### src/logic/rv32i_pkg.sv
package rv32i_pkg;

    // base opcodes the front end cares about
    // jal is the only jump predicted here, jalr falls through
    localparam logic [6:0] opcode_jal    = 7'b1101111;
    localparam logic [6:0] opcode_branch = 7'b1100011;

    // field positions inside a 32-bit instruction word
    localparam int opcode_lsb = 0;
    localparam int opcode_msb = 6;

    // sequential step, no compressed instructions
    localparam logic [31:0] inst_bytes = 32'd4;

    // result of the predecoder for one fetched word
    typedef struct packed {
        // unconditional jal
        logic        is_jump;
        // any conditional branch (beq, bne, blt, bge, bltu, bgeu)
        logic        is_branch;
        // branch guessed taken, backward offset
        logic        predict_taken;
        // pc the predecoder wants fetched next
        logic [31:0] pc_next;
    } predecode_t;

endpackage : rv32i_pkg

### src/logic/frontend_pkg.sv
package frontend_pkg;

    // data and address width
    localparam int xlen = 32;

    // first fetch address after reset
    localparam logic [xlen-1:0] reset_pc = 32'h6000_0000;

    // slots the rob reports per cycle at commit
    localparam int commit_slots = 2;

    // instruction queue entries between fetch and dispatch
    localparam int iq_depth = 8;

    // one fetched instruction with its address
    // pc sits in the upper half, word in the lower half
    typedef struct packed {
        logic [xlen-1:0] pc;
        logic [xlen-1:0] inst;
    } fetch_packet_t;

endpackage : frontend_pkg

### src/logic/fetch_redirect_if.sv
interface fetch_redirect_if;
    import frontend_pkg::*;
    import rv32i_pkg::*;

    // consumed response that is kept, plus the word and its pc
    logic          fetch_valid;
    fetch_packet_t pkt;

    // predecode result for pkt, same cycle
    predecode_t    pd;

    // fetch stage owns the packet and picks the next pc from pd
    modport fetch  (output fetch_valid, output pkt, input pd);

    // predecoder looks at the packet only
    modport decode (input pkt, output pd);

    // queue stores kept packets
    modport queue  (input fetch_valid, input pkt);

endinterface : fetch_redirect_if

### src/logic/fetch_stage.sv
module fetch_stage (
    input  logic                                clk,
    input  logic                                rst,
    input  logic                                imem_resp,
    input  logic [frontend_pkg::xlen-1:0]       imem_rdata,
    output logic [frontend_pkg::xlen-1:0]       imem_addr,
    output logic                                imem_rmask,
    input  logic                                iq_full,
    input  logic [frontend_pkg::commit_slots-1:0] commit_valid,
    input  logic [frontend_pkg::commit_slots-1:0] commit_mispredict,
    input  logic [frontend_pkg::xlen-1:0]       commit_target [frontend_pkg::commit_slots],
    fetch_redirect_if.fetch                     fr
);
    import frontend_pkg::*;
    import rv32i_pkg::*;

    logic [xlen-1:0] pc_reg;
    logic [xlen-1:0] pc_seq;
    logic [xlen-1:0] redirect_pc;
    logic            redirect;
    logic            drop_pending;
    logic            consume;
    logic            take_pred;
    predecode_t      pd;

    assign pd = fr.pd;

    // memory may hand over a word only while the queue has room
    assign imem_rmask = !iq_full;
    assign imem_addr  = pc_reg;
    assign consume    = imem_resp && imem_rmask;
    assign pc_seq     = pc_reg + inst_bytes;

    // lowest mispredicting commit slot wins
    // walk downwards so the lowest match is written last
    always_comb begin
        redirect    = 1'b0;
        redirect_pc = '0;
        for (int i = commit_slots - 1; i >= 0; i--) begin
            if (commit_valid[i] && commit_mispredict[i]) begin
                redirect    = 1'b1;
                redirect_pc = commit_target[i];
            end
        end
    end

    // jal or backward branch that actually leaves the straight line
    assign take_pred = (pd.is_jump || (pd.is_branch && pd.predict_taken))
                       && (pd.pc_next != pc_seq);

    // word belongs to pc_reg unless it answers a request from before a redirect
    assign fr.fetch_valid = consume && !drop_pending;
    assign fr.pkt         = '{pc: pc_reg, inst: imem_rdata};

    always_ff @(posedge clk) begin
        if (rst) begin
            pc_reg       <= reset_pc;
            drop_pending <= 1'b0;
        end else if (redirect) begin
            pc_reg       <= redirect_pc;
            // old request still in flight unless it retires right now
            drop_pending <= !consume;
        end else if (consume) begin
            drop_pending <= 1'b0;
            // a stale word leaves pc on the redirect target
            if (!drop_pending) begin
                pc_reg <= take_pred ? pd.pc_next : pc_seq;
            end
        end
    end

    // address moves under a waiting word only when that word is marked stale
    addr_stable_while_waiting: assert property (@(posedge clk) disable iff (rst)
        (imem_resp && !imem_rmask) |=> ($stable(imem_addr) || drop_pending));

    // targets from commit and predecode are all word aligned
    pc_word_aligned: assert property (@(posedge clk) disable iff (rst)
        pc_reg[1:0] == 2'b00);

endmodule : fetch_stage

### src/logic/predecode.sv
module predecode (
    fetch_redirect_if.decode fr
);
    import frontend_pkg::*;
    import rv32i_pkg::*;

    logic [6:0]      opcode;
    logic [xlen-1:0] inst;
    logic [xlen-1:0] pc;
    logic [xlen-1:0] imm_j;
    logic [xlen-1:0] imm_b;
    logic [xlen-1:0] pc_seq;
    logic            is_jal;
    logic            is_br;
    logic            backward;

    assign inst   = fr.pkt.inst;
    assign pc     = fr.pkt.pc;
    assign opcode = inst[opcode_msb:opcode_lsb];
    assign pc_seq = pc + inst_bytes;

    assign is_jal = (opcode == opcode_jal);
    assign is_br  = (opcode == opcode_branch);

    // j-type offset with bit 0 always zero
    assign imm_j = {{12{inst[31]}}, inst[19:12], inst[20], inst[30:21], 1'b0};

    // b-type offset scattered around rd and funct3
    assign imm_b = {{20{inst[31]}}, inst[7], inst[30:25], inst[11:8], 1'b0};

    // loops branch backwards and usually repeat
    assign backward = imm_b[xlen-1];

    always_comb begin
        fr.pd.is_jump       = is_jal;
        fr.pd.is_branch     = is_br;
        fr.pd.predict_taken = is_br && backward;
        if (is_jal) begin
            fr.pd.pc_next = pc + imm_j;
        end else if (is_br && backward) begin
            fr.pd.pc_next = pc + imm_b;
        end else begin
            // forward branch, jalr and everything else go straight on
            fr.pd.pc_next = pc_seq;
        end
    end

endmodule : predecode

### src/logic/inst_queue.sv
module inst_queue #(
    parameter int depth = frontend_pkg::iq_depth
) (
    input  logic                          clk,
    input  logic                          rst,
    input  logic                          flush,
    fetch_redirect_if.queue               fr,
    output logic                          full,
    output logic                          inst_valid,
    output logic [frontend_pkg::xlen-1:0] inst_pc,
    output logic [frontend_pkg::xlen-1:0] inst_word,
    input  logic                          inst_ready
);
    import frontend_pkg::*;

    typedef logic [$clog2(depth)-1:0]   ptr_t;
    typedef logic [$clog2(depth+1)-1:0] cnt_t;

    fetch_packet_t entries [depth];
    ptr_t          wr_ptr;
    ptr_t          rd_ptr;
    cnt_t          count;
    logic          push;
    logic          pop;

    assign full = (count == cnt_t'(depth));

    // squashed entries must not leave during the flush cycle
    assign inst_valid = (count != '0) && !flush;
    assign inst_pc    = flush ? '0 : entries[rd_ptr].pc;
    assign inst_word  = flush ? '0 : entries[rd_ptr].inst;

    assign push = fr.fetch_valid && !full && !flush;
    assign pop  = inst_valid && inst_ready;

    // payload storage, the pointers say what is live
    always_ff @(posedge clk) begin
        if (push) begin
            entries[wr_ptr] <= fr.pkt;
        end
    end

    always_ff @(posedge clk) begin
        if (rst || flush) begin
            wr_ptr <= '0;
            rd_ptr <= '0;
            count  <= '0;
        end else begin
            if (push) begin
                // wrap by hand so depth need not be a power of two
                wr_ptr <= (wr_ptr == ptr_t'(depth - 1)) ? '0 : wr_ptr + 1'b1;
            end
            if (pop) begin
                rd_ptr <= (rd_ptr == ptr_t'(depth - 1)) ? '0 : rd_ptr + 1'b1;
            end
            if (push && !pop) begin
                count <= count + 1'b1;
            end else if (pop && !push) begin
                count <= count - 1'b1;
            end
        end
    end

    // fetch stage must hold the memory off while we are full
    no_write_when_full: assert property (@(posedge clk) disable iff (rst)
        fr.fetch_valid |-> !full);

    // a wrapped count would show up above depth
    no_count_underflow: assert property (@(posedge clk) disable iff (rst)
        count <= cnt_t'(depth));

endmodule : inst_queue

### src/logic/frontend_top.sv
module frontend_top (
    input  logic                                  clk,
    input  logic                                  rst,
    // instruction memory
    output logic [frontend_pkg::xlen-1:0]         imem_addr,
    output logic                                  imem_rmask,
    input  logic                                  imem_resp,
    input  logic [frontend_pkg::xlen-1:0]         imem_rdata,
    // commit slots from the rob
    input  logic [frontend_pkg::commit_slots-1:0] commit_valid,
    input  logic [frontend_pkg::commit_slots-1:0] commit_mispredict,
    input  logic [frontend_pkg::xlen-1:0]         commit_target [frontend_pkg::commit_slots],
    // dispatch side
    output logic                                  inst_valid,
    output logic [frontend_pkg::xlen-1:0]         inst_pc,
    output logic [frontend_pkg::xlen-1:0]         inst_word,
    input  logic                                  inst_ready
);
    import frontend_pkg::*;

    logic [commit_slots-1:0] mispredict_hits;
    logic                    iq_flush;
    logic                    iq_full;

    fetch_redirect_if fr ();

    // any mispredicting slot squashes everything still queued
    assign mispredict_hits = commit_valid & commit_mispredict;
    assign iq_flush        = |mispredict_hits;

    fetch_stage u_fetch (
        .clk               (clk),
        .rst               (rst),
        .imem_resp         (imem_resp),
        .imem_rdata        (imem_rdata),
        .imem_addr         (imem_addr),
        .imem_rmask        (imem_rmask),
        .iq_full           (iq_full),
        .commit_valid      (commit_valid),
        .commit_mispredict (commit_mispredict),
        .commit_target     (commit_target),
        .fr                (fr.fetch)
    );

    // combinational, same cycle as the consumed word
    predecode u_predecode (
        .fr (fr.decode)
    );

    inst_queue #(
        .depth (iq_depth)
    ) u_queue (
        .clk        (clk),
        .rst        (rst),
        .flush      (iq_flush),
        .fr         (fr.queue),
        .full       (iq_full),
        .inst_valid (inst_valid),
        .inst_pc    (inst_pc),
        .inst_word  (inst_word),
        .inst_ready (inst_ready)
    );

endmodule : frontend_top

### config.mk
export PLATFORM = sky130hd
export DESIGN_NAME = frontend_top
export DESIGN_NICKNAME = d
export VERILOG_FILES = /design/src/logic/rv32i_pkg.sv /design/src/logic/frontend_pkg.sv /design/src/logic/fetch_redirect_if.sv /design/src/logic/fetch_stage.sv /design/src/logic/predecode.sv /design/src/logic/inst_queue.sv /design/src/logic/frontend_top.sv
export SDC_FILE = /design/constraint.sdc
export NUM_CORES = 1
export LEC_CHECK = 0
export BUFFER_PORTS_ARGS = -buffer_cell sky130_fd_sc_hd__buf_2
export CAP_MARGIN = 5
export CORE_ASPECT_RATIO = 1.5
export CORE_MARGIN = 1
export CORE_UTILIZATION = 40
export CTS_BUF_LIST = sky130_fd_sc_hd__clkbuf_8
export CTS_CLUSTER_SIZE = 28
export DETAILED_ROUTE_END_ITERATION = 10
export PLACE_DENSITY = 0.61
export SETUP_SLACK_MARGIN = 0.2
export SLEW_MARGIN = 10
export SYNTH_ARGS = -nofsm -noshare
export SYNTH_HDL_FRONTEND = slang
export SYNTH_SLANG_ARGS = --single-unit
### constraint.sdc
create_clock -name clk -period 23 [get_ports clk]
set_input_delay 1.15 -clock clk [delete_from_list [all_inputs] [get_ports clk]]
set_output_delay 1.15 -clock clk [all_outputs]
set_load 0.02 [all_outputs]
==> metrics.log, run 1 <==
INFO  metric slowest_delay = 0.92 ns
INFO  metric post_synth_instance_area = 0.0277 mm²
INFO  metric cts-resized-gates = 0
INFO  metric cts_post_setup_buffers_inserted = 0
INFO  metric first_pass_iteration_count_of_the_detailed_router = 5
INFO  metric crit_chain = ha_1 -> a21o_1 -> a31oi_1 -> nor2_1 -> nor3_1 -> a211oi_1 -> or2_2 -> and3_1 -> a2111oi_0 -> and4_1 -> and2_2 -> mux2_2 -> a2111oi_0
INFO  metric max_cap_violations = 0
INFO  metric fin_nets = 2,413
INFO  metric gp_congestion = 1.02
INFO  metric floorplan.initialDensity = 40.6%
INFO  metric synth_ff_type = sky130_fd_sc_hd__edfxtp_1
INFO  metric synth_edf_count = 512
INFO  metric grt_antenna_before_repair = 1
INFO  metric final_layout_size_suffix_gt1_share = 23.4%
INFO  metric cts-root-to-sink-buffers = 3
INFO  metric area_growth = 13.5%
INFO  metric grt_pass1_vias = 19,600
INFO  metric finalCritPeriodShare = 28.2%
INFO  metric synth.most_common_cell = sky130_fd_sc_hd__edfxtp_1
INFO  metric rows = 117
INFO  metric wl_per_cell = 28.7 µm
INFO  metric critical_path.endpoint_type = flop
INFO  metric post_synth_most_frequent_cells = sky130_fd_sc_hd__edfxtp_1 (512), sky130_fd_sc_hd__nor2_1 (168), sky130_fd_sc_hd__nand2_1 (162), sky130_fd_sc_hd__mux4_2 (128), sky130_fd_sc_hd__a21oi_1 (110)
INFO  metric cts_max_level = 3
INFO  metric worstSkewPairLatency = 0.72 ns
INFO  metric rsz_0062_raised_after_global_routing = no
INFO  metric maxClockFrequency = 0.154 GHz
INFO  metric leakagePower = 10.6 nW
INFO  metric run_status = complete, no violations
INFO  metric max_slew_vio_count = 0
INFO  metric ff2ff_setup_slack = 16.52 ns
INFO  metric synth_cell_types = 87
INFO  metric ffs_latches_synth = 558
INFO  metric post_synth_inst_count = 2,046
INFO  metric grt_max_degree = 72
INFO  metric final.fill_count = 6,064
INFO  metric clock_sinks = 558
INFO  metric cts_tree = yes
INFO  metric crit_required = 23.57 ns
INFO  metric timing_worst_slew_pin_value = 1.18 ns
INFO  metric post_cts_hold_buffer_count = 0
INFO  metric synth_seq_area_share = 58.9%
INFO  metric synth_top_cells_by_area = sky130_fd_sc_hd__edfxtp_1 (56%), sky130_fd_sc_hd__mux4_2 (10%), sky130_fd_sc_hd__mux2i_1 (3.5%), sky130_fd_sc_hd__dfxtp_1 (3.3%), sky130_fd_sc_hd__ha_1 (2.3%)
INFO  metric setup_viol = 0
INFO  metric drtIter0Drc = 1,722
INFO  metric wl = 92.2 mm
INFO  metric critical_path_cell_with_the_highest_stage_delay = sky130_fd_sc_hd__a2111oi_0
INFO  metric globalRouteTotalUtil = 26.4%
INFO  metric crit_path_max_fanout = 21
INFO  metric floorplan.die.width = 217 µm
INFO  metric drc = 0
INFO  metric postLayoutSetupSlackWorst = 16.52 ns
INFO  metric arrival_time_of_data_at_the_critical_path_endpoint = 7.05 ns
INFO  metric pwr_density_cell = 75.1 mW/mm²
INFO  metric slew_headroom = 19.2%
INFO  metric critPathMostFrequentCell = sky130_fd_sc_hd__a2111oi_0
INFO  metric finClkSkew = 0.0360 ns
INFO  metric grt_remaining_overflow = 0
INFO  metric cts_root_buf = sky130_fd_sc_hd__clkbuf_8
INFO  metric placement.io_buffers = 201
INFO  metric timing.setup.critical_path_class = flop to flop
INFO  metric cts_bufs_inserted = 84
INFO  metric critPathLaunchType = flop
INFO  metric coreArea = 0.0681 mm²
INFO  metric die_area = 0.0702 mm²
INFO  metric ys.warnings.count = 0
INFO  metric synth_area_per_cell = 13.5 µm²
INFO  metric holdCritPathClass = flop to flop
INFO  metric hold_viol_final = 0
INFO  metric synth_async_sr_flop_share = 0%
INFO  metric syn-num-nets = 2,204
INFO  metric drt-vias-per-instance = 6.04
INFO  metric dominant_cell_type_by_area_after_synthesis = sky130_fd_sc_hd__edfxtp_1
INFO  metric area_share_of_the_largest_cell_type_after_synthesis = 55.6%
INFO  metric vias = 19,400
INFO  metric pin_count = 202
INFO  metric finalSetupTns = 0 ns
INFO  metric pre_cts_ws = 16.23 ns
INFO  metric grt_pass1_wl = 133 mm
INFO  metric dp_hpwl = 62.7 mm
INFO  metric postLayoutCoreUtil = 46.1%
INFO  metric path_clk_slew = 0.06 ns
INFO  metric antenna_violating_nets_post_route = 0
INFO  metric maximum_vdd_drop = 0.0000394 V
INFO  metric die_height = 324 µm
INFO  metric post-route-min-period = 6.48 ns
## state kept, by name, summed over array words and instances, names as in the netlist, named ones only
register and cells:
u_queue.count 4, u_fetch.drop_pending 1, u_fetch.imem_addr 32, u_queue.wr_ptr 3, u_queue.entries 512, u_queue.rd_ptr 3
## path summary, 6_finish.rpt
path / start / end / cells past startpoint
max reg2reg: u_fetch.imem_addr[7] / u_fetch.imem_addr[9] / 13
min reg2reg: u_queue.count[3] / u_queue.count[3] / 2
max: u_fetch.imem_addr[7] / u_fetch.imem_addr[9] / 13
min: u_queue.count[3] / u_queue.count[3] / 2
## cells by family after synthesis
family	count (synthesis)	synth area share [%]
muxes	232	14.2
and+or+nand+nor	590	10.4
buffers and inverters	152	2.14
xor gates and xnor gates	59	1.87
AOI/OAI and AO/OA	401	9.91
DFF	558	58.9
adders and majority gates	54	2.53
## layout by cell type (no fill, tap or decap), types with 12 or more instances in the layout
master	synthesis	layout
sky130_fd_sc_hd__or2_2	14	14
sky130_fd_sc_hd__clkbuf_8	0	89
sky130_fd_sc_hd__a21oi_1	110	109
sky130_fd_sc_hd__a21o_1	18	18
sky130_fd_sc_hd__inv_1	24	49
sky130_fd_sc_hd__o211ai_1	22	22
sky130_fd_sc_hd__edfxtp_1	512	512
sky130_fd_sc_hd__nor2_1	168	166
sky130_fd_sc_hd__a211o_1	12	12
sky130_fd_sc_hd__clkinv_1	0	17
sky130_fd_sc_hd__ha_1	51	51
sky130_fd_sc_hd__nor4_1	13	12
sky130_fd_sc_hd__or3_1	14	14
sky130_fd_sc_hd__and2_1	20	20
sky130_fd_sc_hd__o21ai_0	53	53
sky130_fd_sc_hd__nand4_1	30	30
sky130_fd_sc_hd__and3_1	22	22
sky130_fd_sc_hd__and4_1	12	12
sky130_fd_sc_hd__xor2_1	22	22
sky130_fd_sc_hd__nor3_1	41	38
sky130_fd_sc_hd__a31oi_1	25	25
sky130_fd_sc_hd__buf_4	0	50
sky130_fd_sc_hd__nand2_1	162	161
sky130_fd_sc_hd__nand3_1	50	50
sky130_fd_sc_hd__mux4_2	128	128
sky130_fd_sc_hd__a211oi_1	24	24
sky130_fd_sc_hd__dfxtp_1	46	43
sky130_fd_sc_hd__buf_2	5	201
sky130_fd_sc_hd__mux2i_1	98	98
sky130_fd_sc_hd__xnor2_1	37	37
sky130_fd_sc_hd__a2111oi_0	12	12
## cell type report
cell class	instances	area [µm²]	share of cell area, %
inverters	24	90.1	0.287
multi-input cells	1336	10800	34.5
clock inverters	63	418	1.33
flip-flops and latches	558	16300	52.0
clock buffers	89	1220	3.90
repair buffers	251	1380	4.40
diodes	1	2.50	0.00798
well taps	892	1120	3.56
## metrics by stage
step | cells | instance area (µm²) | hold slack, ns | power (mW)
2_1_floorplan | 2046 | 27700 | 0.471 | 1.42
3_3_place_gp | 3061 | 29700 | 0.490 | 1.57
3_5_place_dp | 3061 | 29700 | 0.504 | 1.58
4_1_cts | 3213 | 31400 | 0.513 | 2.37
5_1_grt | 3214 | 31400 | 0.547 | 2.45
6_report | 3214 | 31400 | 0.510 | 2.36
## report_power, final
part           total [mW]  switching [mW]  internal [mW]
registers            1.17          0.0304           1.14
logic               0.394           0.265          0.129
clock network       0.795           0.387          0.408
## per-layer routing
layer | track usage (%) | wire length [µm]
met5 | 0 | 0
met4 | 15.9 | 5750
met3 | 4.45 | 5670
met2 | 44.8 | 45500
met1 | 31.6 | 35300
## critical path: cells and delay by family (launching register included)
kind / cells / cell delay [ns]
and+or+nand+nor: 6 / 2.31
DFF: 1 / 0.83
AOI/OAI and AO/OA: 5 / 2.33
adders and majority gates: 1 / 0.47
muxes: 1 / 0.40
Power figures use the tool's default switching activity.
==> run 2, diff against run 1 <==
- ABC_AREA: unset -> 1
- PLACE_DENSITY: 0.61 -> 0.63
- clock period: 23 -> 5.7 ns (I/O delays scaled with it)
==> metrics.log, run 2 <==
INFO  metric post_synth_inst_count = 3,152 (was 2,046)
INFO  metric grt_pass1_vias = 23,000 (was 19,600)
INFO  metric synth_ff_type = sky130_fd_sc_hd__edfxtp_1 (unchanged)
INFO  metric timing.reg2reg.worst_path_depth = 20 (was 13)
INFO  metric leakagePower = 13.1 nW (was 10.6 nW)
INFO  metric synth_seq_area_share = 57.6% (was 58.9%)
INFO  metric cts-resized-gates = 0 (unchanged)
INFO  metric internal_power = 6.58 mW (was 1.67 mW)
INFO  metric floorplan.die.width = 219 µm (was 217 µm)
INFO  metric p_switching = 2.72 mW (was 682 µW)
INFO  metric mostFrequentLayoutCells = sky130_fd_sc_hd__nand2_1 (636), sky130_fd_sc_hd__nor2_1 (541), sky130_fd_sc_hd__edfxtp_1 (512), sky130_fd_sc_hd__o21ai_0 (381), sky130_fd_sc_hd__inv_1 (305) (was sky130_fd_sc_hd__edfxtp_1 (512), sky130_fd_sc_hd__buf_2 (201), sky130_fd_sc_hd__nor2_1 (166), sky130_fd_sc_hd__nand2_1 (161), sky130_fd_sc_hd__mux4_2 (128))
INFO  metric vias = 23,800 (was 19,400)
INFO  metric floorplan.initialDensity = 40.3% (was 40.6%)
INFO  metric worstSkewPairLatency = 0.68 ns (was 0.72 ns)
INFO  metric grt_remaining_overflow = 0 (unchanged)
INFO  metric max_cap_violations = 0 (unchanged)
INFO  metric crit_path_max_fanout = 82 (was 21)
INFO  metric finalCritPeriodShare = 70.8%
INFO  metric post_synth_most_frequent_cells = sky130_fd_sc_hd__nand2_1 (637), sky130_fd_sc_hd__nor2_1 (549), sky130_fd_sc_hd__edfxtp_1 (512), sky130_fd_sc_hd__o21ai_0 (381), sky130_fd_sc_hd__inv_1 (289) (was sky130_fd_sc_hd__edfxtp_1 (512), sky130_fd_sc_hd__nor2_1 (168), sky130_fd_sc_hd__nand2_1 (162), sky130_fd_sc_hd__mux4_2 (128), sky130_fd_sc_hd__a21oi_1 (110))
INFO  metric die_height = 328 µm (was 324 µm)
INFO  metric synth_area_per_cell = 8.98 µm² (was 13.5 µm²)
INFO  metric hold_viol_final = 0 (unchanged)
INFO  metric grt_antenna_before_repair = 3 (was 1)
INFO  metric share_seq_of_total_power = 50.6% (was 49.5%)
INFO  metric drt-vias-per-instance = 5.46 (was 6.04)
INFO  metric timing_worst_slew_pin_value = 1.02 ns (was 1.18 ns)
INFO  metric ys.warnings.count = 0 (unchanged)
INFO  metric dominant_cell_type_by_area_after_synthesis = sky130_fd_sc_hd__edfxtp_1 (unchanged)
INFO  metric clock_power_share = 33.8% (about the same)
INFO  metric final_layout_size_suffix_gt1_share = 12.3% (was 23.4%)
INFO  metric pin_count = 202 (unchanged)
INFO  metric comb_power_share = 15.6% (was 16.7%)
INFO  metric post-route-min-period = 4.03 ns
INFO  metric cts_bufs_inserted = 81 (was 84)
INFO  metric rows = 119 (was 117)
INFO  metric holdCritPathClass = input port to flop (was flop to flop)
INFO  metric layout.cells.most_common = sky130_fd_sc_hd__nand2_1 (was sky130_fd_sc_hd__edfxtp_1)
INFO  metric antenna_violating_nets_post_route = 0 (unchanged)
INFO  metric ffs_latches_synth = 558 (unchanged)
INFO  metric area_growth = 14.4% (was 13.5%)
INFO  metric rsz_0062_raised_after_global_routing = no (unchanged)
INFO  metric dp_hpwl = 61.2 mm (was 62.7 mm)
INFO  metric critical_path.endpoint_type = output port (was flop)
INFO  metric die_area = 0.0718 mm² (was 0.0702 mm²)
INFO  metric synth_top_cells_by_area = sky130_fd_sc_hd__edfxtp_1 (54%), sky130_fd_sc_hd__nand2_1 (8.5%), sky130_fd_sc_hd__nor2_1 (7.3%), sky130_fd_sc_hd__o21ai_0 (6.7%), sky130_fd_sc_hd__inv_1 (3.8%) (was sky130_fd_sc_hd__edfxtp_1 (56%), sky130_fd_sc_hd__mux4_2 (10%), sky130_fd_sc_hd__mux2i_1 (3.5%), sky130_fd_sc_hd__dfxtp_1 (3.3%), sky130_fd_sc_hd__ha_1 (2.3%))
INFO  metric multi_input_comb_area = 0.0104 mm² (was 0.0108 mm²)
INFO  metric grt_pass1_wl = 137 mm (was 133 mm)
INFO  metric final-seq-area = 0.0163 mm² (about the same)
INFO  metric synth_edf_count = 512 (unchanged)
INFO  metric path_clk_slew = 0.07 ns (was 0.06 ns)
INFO  metric crit_required = 5.41 ns (was 23.57 ns)
INFO  metric pwr_density_cell = 287 mW/mm² (was 75.1 mW/mm²)
INFO  metric coreArea = 0.0701 mm² (was 0.0681 mm²)
INFO  metric timing.hold.worst_path_depth = 5 (was 2)
INFO  metric timing.setup.critical_path_class = flop to output port (was flop to flop)
INFO  metric finClkSkew = 0.0325 ns (was 0.0360 ns)
INFO  metric slew_headroom = 31.6% (was 19.2%)
INFO  metric finalSetupTns = 0 ns (unchanged)
INFO  metric fin_nets = 3,535 (was 2,413)
INFO  metric clock_sinks = 558 (unchanged)
INFO  metric cts-root-to-sink-buffers = 3 (unchanged)
INFO  metric first_pass_iteration_count_of_the_detailed_router = 8 (was 5)
INFO  metric largest-register = u_queue.entries (unchanged)
INFO  metric synth.most_common_cell = sky130_fd_sc_hd__nand2_1 (was sky130_fd_sc_hd__edfxtp_1)
INFO  metric final.fill_count = 6,741 (was 6,064)
INFO  metric area_share_of_the_largest_cell_type_after_synthesis = 54.3% (was 55.6%)
INFO  metric gp_congestion = 1.06 (was 1.02)
INFO  metric drc = 0 (unchanged)
INFO  metric drtIter0Drc = 2,064 (was 1,722)
INFO  metric syn-num-nets = 3,310 (was 2,204)
INFO  metric grt_max_degree = 155 (was 72)
INFO  metric synth_cell_types = 49 (was 87)
INFO  metric arrival_time_of_data_at_the_critical_path_endpoint = 3.75 ns (was 7.05 ns)
INFO  metric maxClockFrequency = 0.248 GHz
INFO  metric wl = 92.1 mm (was 92.2 mm)
INFO  metric cts_max_level = 3 (unchanged)
INFO  metric largest_reg_flops = 512 (unchanged)
INFO  metric postLayoutCoreUtil = 46.2% (was 46.1%)
INFO  metric post_synth_instance_area = 0.0283 mm² (was 0.0277 mm²)
INFO  metric placement.io_buffers = 201 (unchanged)
INFO  metric synth_async_sr_flop_share = 0% (unchanged)
INFO  metric globalRouteTotalUtil = 25.5% (was 26.4%)
INFO  metric p_sw_share = 29.3% (was 29.0%)
INFO  metric run_status = complete, no violations (unchanged)
INFO  metric critPathLaunchType = flop (unchanged)
INFO  metric cts_tree = yes (unchanged)
INFO  metric max_slew_vio_count = 0 (unchanged)
INFO  metric maximum_vdd_drop = 0.000155 V (was 0.0000394 V)
INFO  metric setup_viol = 0 (unchanged)
INFO  metric wl_per_cell = 21.2 µm (was 28.7 µm)
INFO  metric cts_root_buf = sky130_fd_sc_hd__clkbuf_8 (unchanged)
run 2: cell types whose count changed after synthesis, sizes merged, moves of 24 or more:
cell / before / now
a211oi: 24 / 0
o22ai: 11 / 83
nor2: 168 / 567
mux2i: 98 / 1
mux4: 128 / 0
o21ai: 57 / 386
xnor2: 37 / 10
inv: 24 / 296
nand3: 50 / 166
nand2: 162 / 645
a31oi: 25 / 69
a21oi: 110 / 76
run 2: repair_timing:
action / in CTS / in global routing
endpoints found under the hold margin: 263 / 0
hold buffers: 42 / 0
buffers inserted: 0 / 0
run 2: worst paths after layout:
check | end | start | slack [ns]
setup / recovery | inst_word[18] | flop | 1.67
hold / removal | u_fetch.imem_addr[27] | commit_target[59] | 0.06
setup reg to reg | u_fetch.imem_addr[1] | u_fetch.imem_addr[2] | 1.77
hold reg to reg | flop | u_queue.rd_ptr[1] | 0.49
run 2: worst max-delay path, stage by stage, from the launching register on:
cell and delay (ns):
sky130_fd_sc_hd__dfxtp_4 0.52, sky130_fd_sc_hd__inv_4 0.80, sky130_fd_sc_hd__buf_4 0.61, sky130_fd_sc_hd__o21ai_0 0.19
sky130_fd_sc_hd__o22ai_1 0.20, sky130_fd_sc_hd__o21ai_0 0.13, sky130_fd_sc_hd__a31oi_1 0.29, sky130_fd_sc_hd__buf_2 0.22
run 2: cell type report:
class / instances / share of cell area [%]
antenna: 3 / 0.0232
clock buffer: 86 / 3.66
clock inverter: 63 / 1.23
inverter: 297 / 3.48
multi-input combinational: 2159 / 32.1
sequential: 558 / 50.4
tap: 907 / 3.51
timing repair buffer: 280 / 5.65
run 2: kinds of logic after synthesis:
logic type               after synthesis  synth area share, %
flip-flops                           558                 57.6
buffers and inverters                435                 5.93
XOR/XNOR                              24                0.769
AND/OR/NAND/NOR                     1452                 21.2
AO/OA/AOI/OAI                        628                 12.0
adder cells (fa/ha/maj)               54                 2.47
multiplexers                           1               0.0354
run 2: metrics by stage:
step	hold slack [ns]	instances	power [mW]	setup slack (ns)	cell area (µm²)
floorplan	0.384	3152	5.63	1.09	28300
global placement	0.471	4159	6.19	1.84	30400
detailed placement	0.479	4159	6.20	1.89	30400
CTS	0.00677	4350	9.34	1.55	32400
global route	0.0708	4351	9.67	1.42	32400
finish	0.0565	4353	9.30	1.67	32400
run 2: power groups by stage:
stage	clock, mW	combinational [mW]	sequential (mW)
6_report	3.14	1.45	4.71
2_1_floorplan	0	0.858	4.77
5_1_grt	3.36	1.59	4.72
4_1_cts	3.20	1.43	4.71
3_3_place_gp	0	1.40	4.79
3_5_place_dp	0	1.40	4.80
run 2: per-layer routing:
layer	part of all wire (%)	vias up	GRT usage [%]
met4	6.2	0	16.3
met2	48	990	42.4
met3	6.6	253	4.07
met5	0	-	0
met1	39	11300	30.7
li1	-	11200	-
==> run 3, diff against run 2 <==
- PLACE_DENSITY: 0.63 -> 0.61
- clock period: 5.7 -> 3.9 ns (I/O delays scaled with it)
==> metrics.log, run 3 (synthesized netlist as in run 2, its figures left out) <==
INFO  metric fin_nets = 3,608 (was 3,535)
INFO  metric drt-vias-per-instance = 5.37 (was 5.46)
INFO  metric cts_tree = yes (unchanged)
INFO  metric final_cell_area = 0.0330 mm² (was 0.0324 mm²)
INFO  metric critPathLaunchType = flop (unchanged)
INFO  metric placement.io_buffers = 201 (unchanged)
INFO  metric mostFrequentLayoutCells = sky130_fd_sc_hd__nand2_1 (636), sky130_fd_sc_hd__nor2_1 (540), sky130_fd_sc_hd__edfxtp_1 (512), sky130_fd_sc_hd__o21ai_0 (381), sky130_fd_sc_hd__inv_1 (310) (was sky130_fd_sc_hd__nand2_1 (636), sky130_fd_sc_hd__nor2_1 (541), sky130_fd_sc_hd__edfxtp_1 (512), sky130_fd_sc_hd__o21ai_0 (381), sky130_fd_sc_hd__inv_1 (305))
INFO  metric crit_required = 4.47 ns (was 5.41 ns)
INFO  metric setup_viol = 0 (unchanged)
INFO  metric wl = 94.6 mm (was 92.1 mm)
INFO  metric max_slew_vio_count = 0 (unchanged)
INFO  metric ff2ff_setup_slack = 0.43 ns (was 1.77 ns)
INFO  metric slowest_delay = 0.65 ns (was 0.80 ns)
INFO  metric largest_reg_flops = 512 (unchanged)
INFO  metric drc = 0 (unchanged)
INFO  metric drtIter0Drc = 2,038 (was 2,064)
INFO  metric pre_cts_ws = 0.481 ns (was 1.89 ns)
INFO  metric critPathMostFrequentCell = sky130_fd_sc_hd__nand2_1 (was sky130_fd_sc_hd__o21ai_0)
INFO  metric placed_cell_area = 0.0308 mm² (was 0.0304 mm²)
INFO  metric slew_headroom = 45.9% (was 31.6%)
INFO  metric final_layout_size_suffix_gt1_share = 13.2% (was 12.3%)
INFO  metric grt_pass1_wl = 139 mm (was 137 mm)
INFO  metric post-route-min-period = 3.47 ns
INFO  metric rows = 119 (unchanged)
INFO  metric final-instance-count-excl-fill = 4,417 (was 4,353)
INFO  metric area_growth = 16.7% (was 14.4%)
INFO  metric crit_chain = ha_1 -> nand2_1 -> nor2_1 -> nand3_1 -> nand3_2 -> nand2_1 -> nand2_1 -> nand2_1 -> nand2_1 -> nand2_1 -> a221oi_1 -> dlygate4sd3_1 -> a21oi_1 (was inv_4 -> buf_4 -> o21ai_0 -> o22ai_1 -> o21ai_0 -> a31oi_1 -> buf_2)
INFO  metric rsz_0062_raised_after_global_routing = no (unchanged)
INFO  metric finalCritPeriodShare = 89.1%
INFO  metric final-seq-area = 0.0163 mm² (about the same)
INFO  metric timing.rr.start = u_fetch.imem_addr[11] (was u_fetch.imem_addr[2])
INFO  metric arrival_time_of_data_at_the_critical_path_endpoint = 4.05 ns (was 3.75 ns)
INFO  metric maximum_vdd_drop = 0.000178 V (was 0.000155 V)
INFO  metric clock_sinks = 558 (unchanged)
INFO  metric cts-root-to-sink-buffers = 3 (unchanged)
INFO  metric r2r-end = u_fetch.imem_addr[12] (was u_fetch.imem_addr[1])
INFO  metric floorplan.die.width = 219 µm (unchanged)
INFO  metric leakagePower = 13.4 nW (was 13.1 nW)
INFO  metric hold_path.startpoint = commit_target[46] (was commit_target[59])
INFO  metric pin_count = 202 (unchanged)
INFO  metric max_cap_violations = 0 (unchanged)
INFO  metric cts_post_setup_buffers_inserted = 0 (unchanged)
INFO  metric largest-register = u_queue.entries (unchanged)
INFO  metric holdCritPathClass = input port to flop (unchanged)
INFO  metric path_clk_slew = 0.07 ns (about the same)
INFO  metric gp_congestion = 1.00 (was 1.06)
INFO  metric timing.hold.worst_endpoint = u_fetch.imem_addr[14] (was u_fetch.imem_addr[27])
INFO  metric vias = 23,700 (was 23,800)
INFO  metric timing.reg2reg.worst_path_depth = 13 (was 20)
INFO  metric crit_path_max_fanout = 5 (was 82)
INFO  metric grt_remaining_overflow = 0 (unchanged)
INFO  metric timing.hold.worst_path_depth = 5 (unchanged)
INFO  metric timing.setup.critical_path_class = flop to flop (was flop to output port)
INFO  metric cts_max_level = 3 (unchanged)
INFO  metric first_pass_iteration_count_of_the_detailed_router = 5 (was 8)
INFO  metric timing_worst_slew_pin_value = 0.811 ns (was 1.02 ns)
INFO  metric critPathBufInv = 1 (was 3)
INFO  metric critical_path_cell_with_the_highest_stage_delay = sky130_fd_sc_hd__dlygate4sd3_1 (was sky130_fd_sc_hd__inv_4)
INFO  metric grt_antenna_before_repair = 8 (was 3)
INFO  metric globalRouteTotalUtil = 26.3% (was 25.5%)
INFO  metric antenna_violating_nets_post_route = 0 (unchanged)
INFO  metric cts_bufs_inserted = 83 (was 81)
INFO  metric dp_hpwl = 65.4 mm (was 61.2 mm)
INFO  metric hold_viol_final = 0 (unchanged)
INFO  metric pwr_density_cell = 417 mW/mm² (was 287 mW/mm²)
INFO  metric cts_root_buf = sky130_fd_sc_hd__clkbuf_8 (unchanged)
INFO  metric layout.cells.most_common = sky130_fd_sc_hd__nand2_1 (unchanged)
INFO  metric worstSkewPairLatency = 0.69 ns (was 0.68 ns)
INFO  metric finClkSkew = 0.0377 ns (was 0.0325 ns)
INFO  metric coreArea = 0.0701 mm² (unchanged)
INFO  metric grt_max_degree = 105 (was 155)
INFO  metric grt_pass1_vias = 22,700 (was 23,000)
INFO  metric final.fill_count = 6,634 (was 6,741)
INFO  metric maxClockFrequency = 0.288 GHz
INFO  metric die_area = 0.0718 mm² (unchanged)
INFO  metric postLayoutSetupSlackWorst = 0.427 ns (was 1.67 ns)
INFO  metric floorplan.initialDensity = 40.3% (unchanged)
INFO  metric post-place-cells = 4,207 (was 4,159)
INFO  metric multi_input_comb_area = 0.0104 mm² (about the same)
INFO  metric wl_per_cell = 21.4 µm (was 21.2 µm)
INFO  metric critical_path.endpoint_type = flop (was output port)
INFO  metric cp_top_family = simple AND/OR/NAND/NOR gates (was buffers and inverters)
INFO  metric die_height = 328 µm (unchanged)
INFO  metric run_status = complete, no violations (unchanged)
[run 3: cell types whose count changed in the layout (fill, tap and decap cells not counted), moves of 3 or more]
cell,before,now
sky130_fd_sc_hd__buf_4,27,72
sky130_fd_sc_hd__dlygate4sd3_1,42,65
sky130_fd_sc_hd__clkinv_2,17,4
sky130_fd_sc_hd__inv_1,305,310
sky130_fd_sc_hd__inv_8,4,0
sky130_fd_sc_hd__buf_12,10,13
sky130_fd_sc_hd__bufinv_16,3,6
[run 3: worst min-delay path, cell delays in order]
cell and delay (ns):
sky130_fd_sc_hd__buf_2 0.08, sky130_fd_sc_hd__nor2_1 0.06, sky130_fd_sc_hd__o22ai_1 0.19, sky130_fd_sc_hd__nand2_1 0.08, sky130_fd_sc_hd__a21oi_1 0.11
[run 3: repair_timing]
| action | in CTS | in global routing |
|---|---|---|
| hold buffers | 65 | 0 |
| setup endpoints to repair | 0 | 1 |
| resized for setup | 0 | 2 |
| endpoints found under the hold margin | 278 | 0 |
[run 3: final cells by class]
type | instances | share of cell area [%]
tap | 907 | 3.44
timing repair buffer | 351 | 7.45
multi-input combinational | 2159 | 31.5
sequential | 558 | 49.4
clock inverter | 56 | 1.24
antenna | 3 | 0.0227
inverter | 297 | 3.41
clock buffer | 86 | 3.59
[run 3: metrics by stage]
step	hold slack [ns]	TNS (ns)	power, mW	util [%]
2_1_floorplan	0.294	-181.72	8.22	-
3_3_place_gp	0.471	0	9.09	43.9
3_5_place_dp	0.481	0	9.11	43.9
4_1_cts	0.00973	0	13.8	47.0
5_1_grt	0.0981	0	14.3	47.1
6_report	0.0673	0	13.8	47.1
[run 3: worst max-delay path by stage]
stage	to	start	depth (start not counted)	slack, ns
2_1_floorplan	u_queue.entries[1][0]	u_queue.count[0]	10	-0.71
3_3_place_gp	u_fetch.imem_addr[1]	u_fetch.imem_addr[3]	20	0.45
3_5_place_dp	u_fetch.imem_addr[1]	u_fetch.imem_addr[3]	19	0.48
4_1_cts	u_fetch.imem_addr[31]	u_fetch.imem_addr[2]	15	0.44
5_1_grt	u_fetch.imem_addr[12]	u_fetch.imem_addr[10]	13	0.24
6_report	u_fetch.imem_addr[12]	u_fetch.imem_addr[11]	13	0.43
[run 3: layer usage]
metal	share of wire (%)	up-vias	global-route usage (%)
met4	7.8	2	18.7
met3	5.7	248	3.27
met5	0.0085	-	0
met2	48	889	44.0
met1	39	11200	31.2
li1	-	11400	-
[run 3: report_power, final]
part	switching, mW	total, mW	internal, mW
Clock	2.24	4.69	2.44
Sequential	0.103	6.79	6.69
Combinational	1.57	2.27	0.696
Total	3.92	13.8	9.83
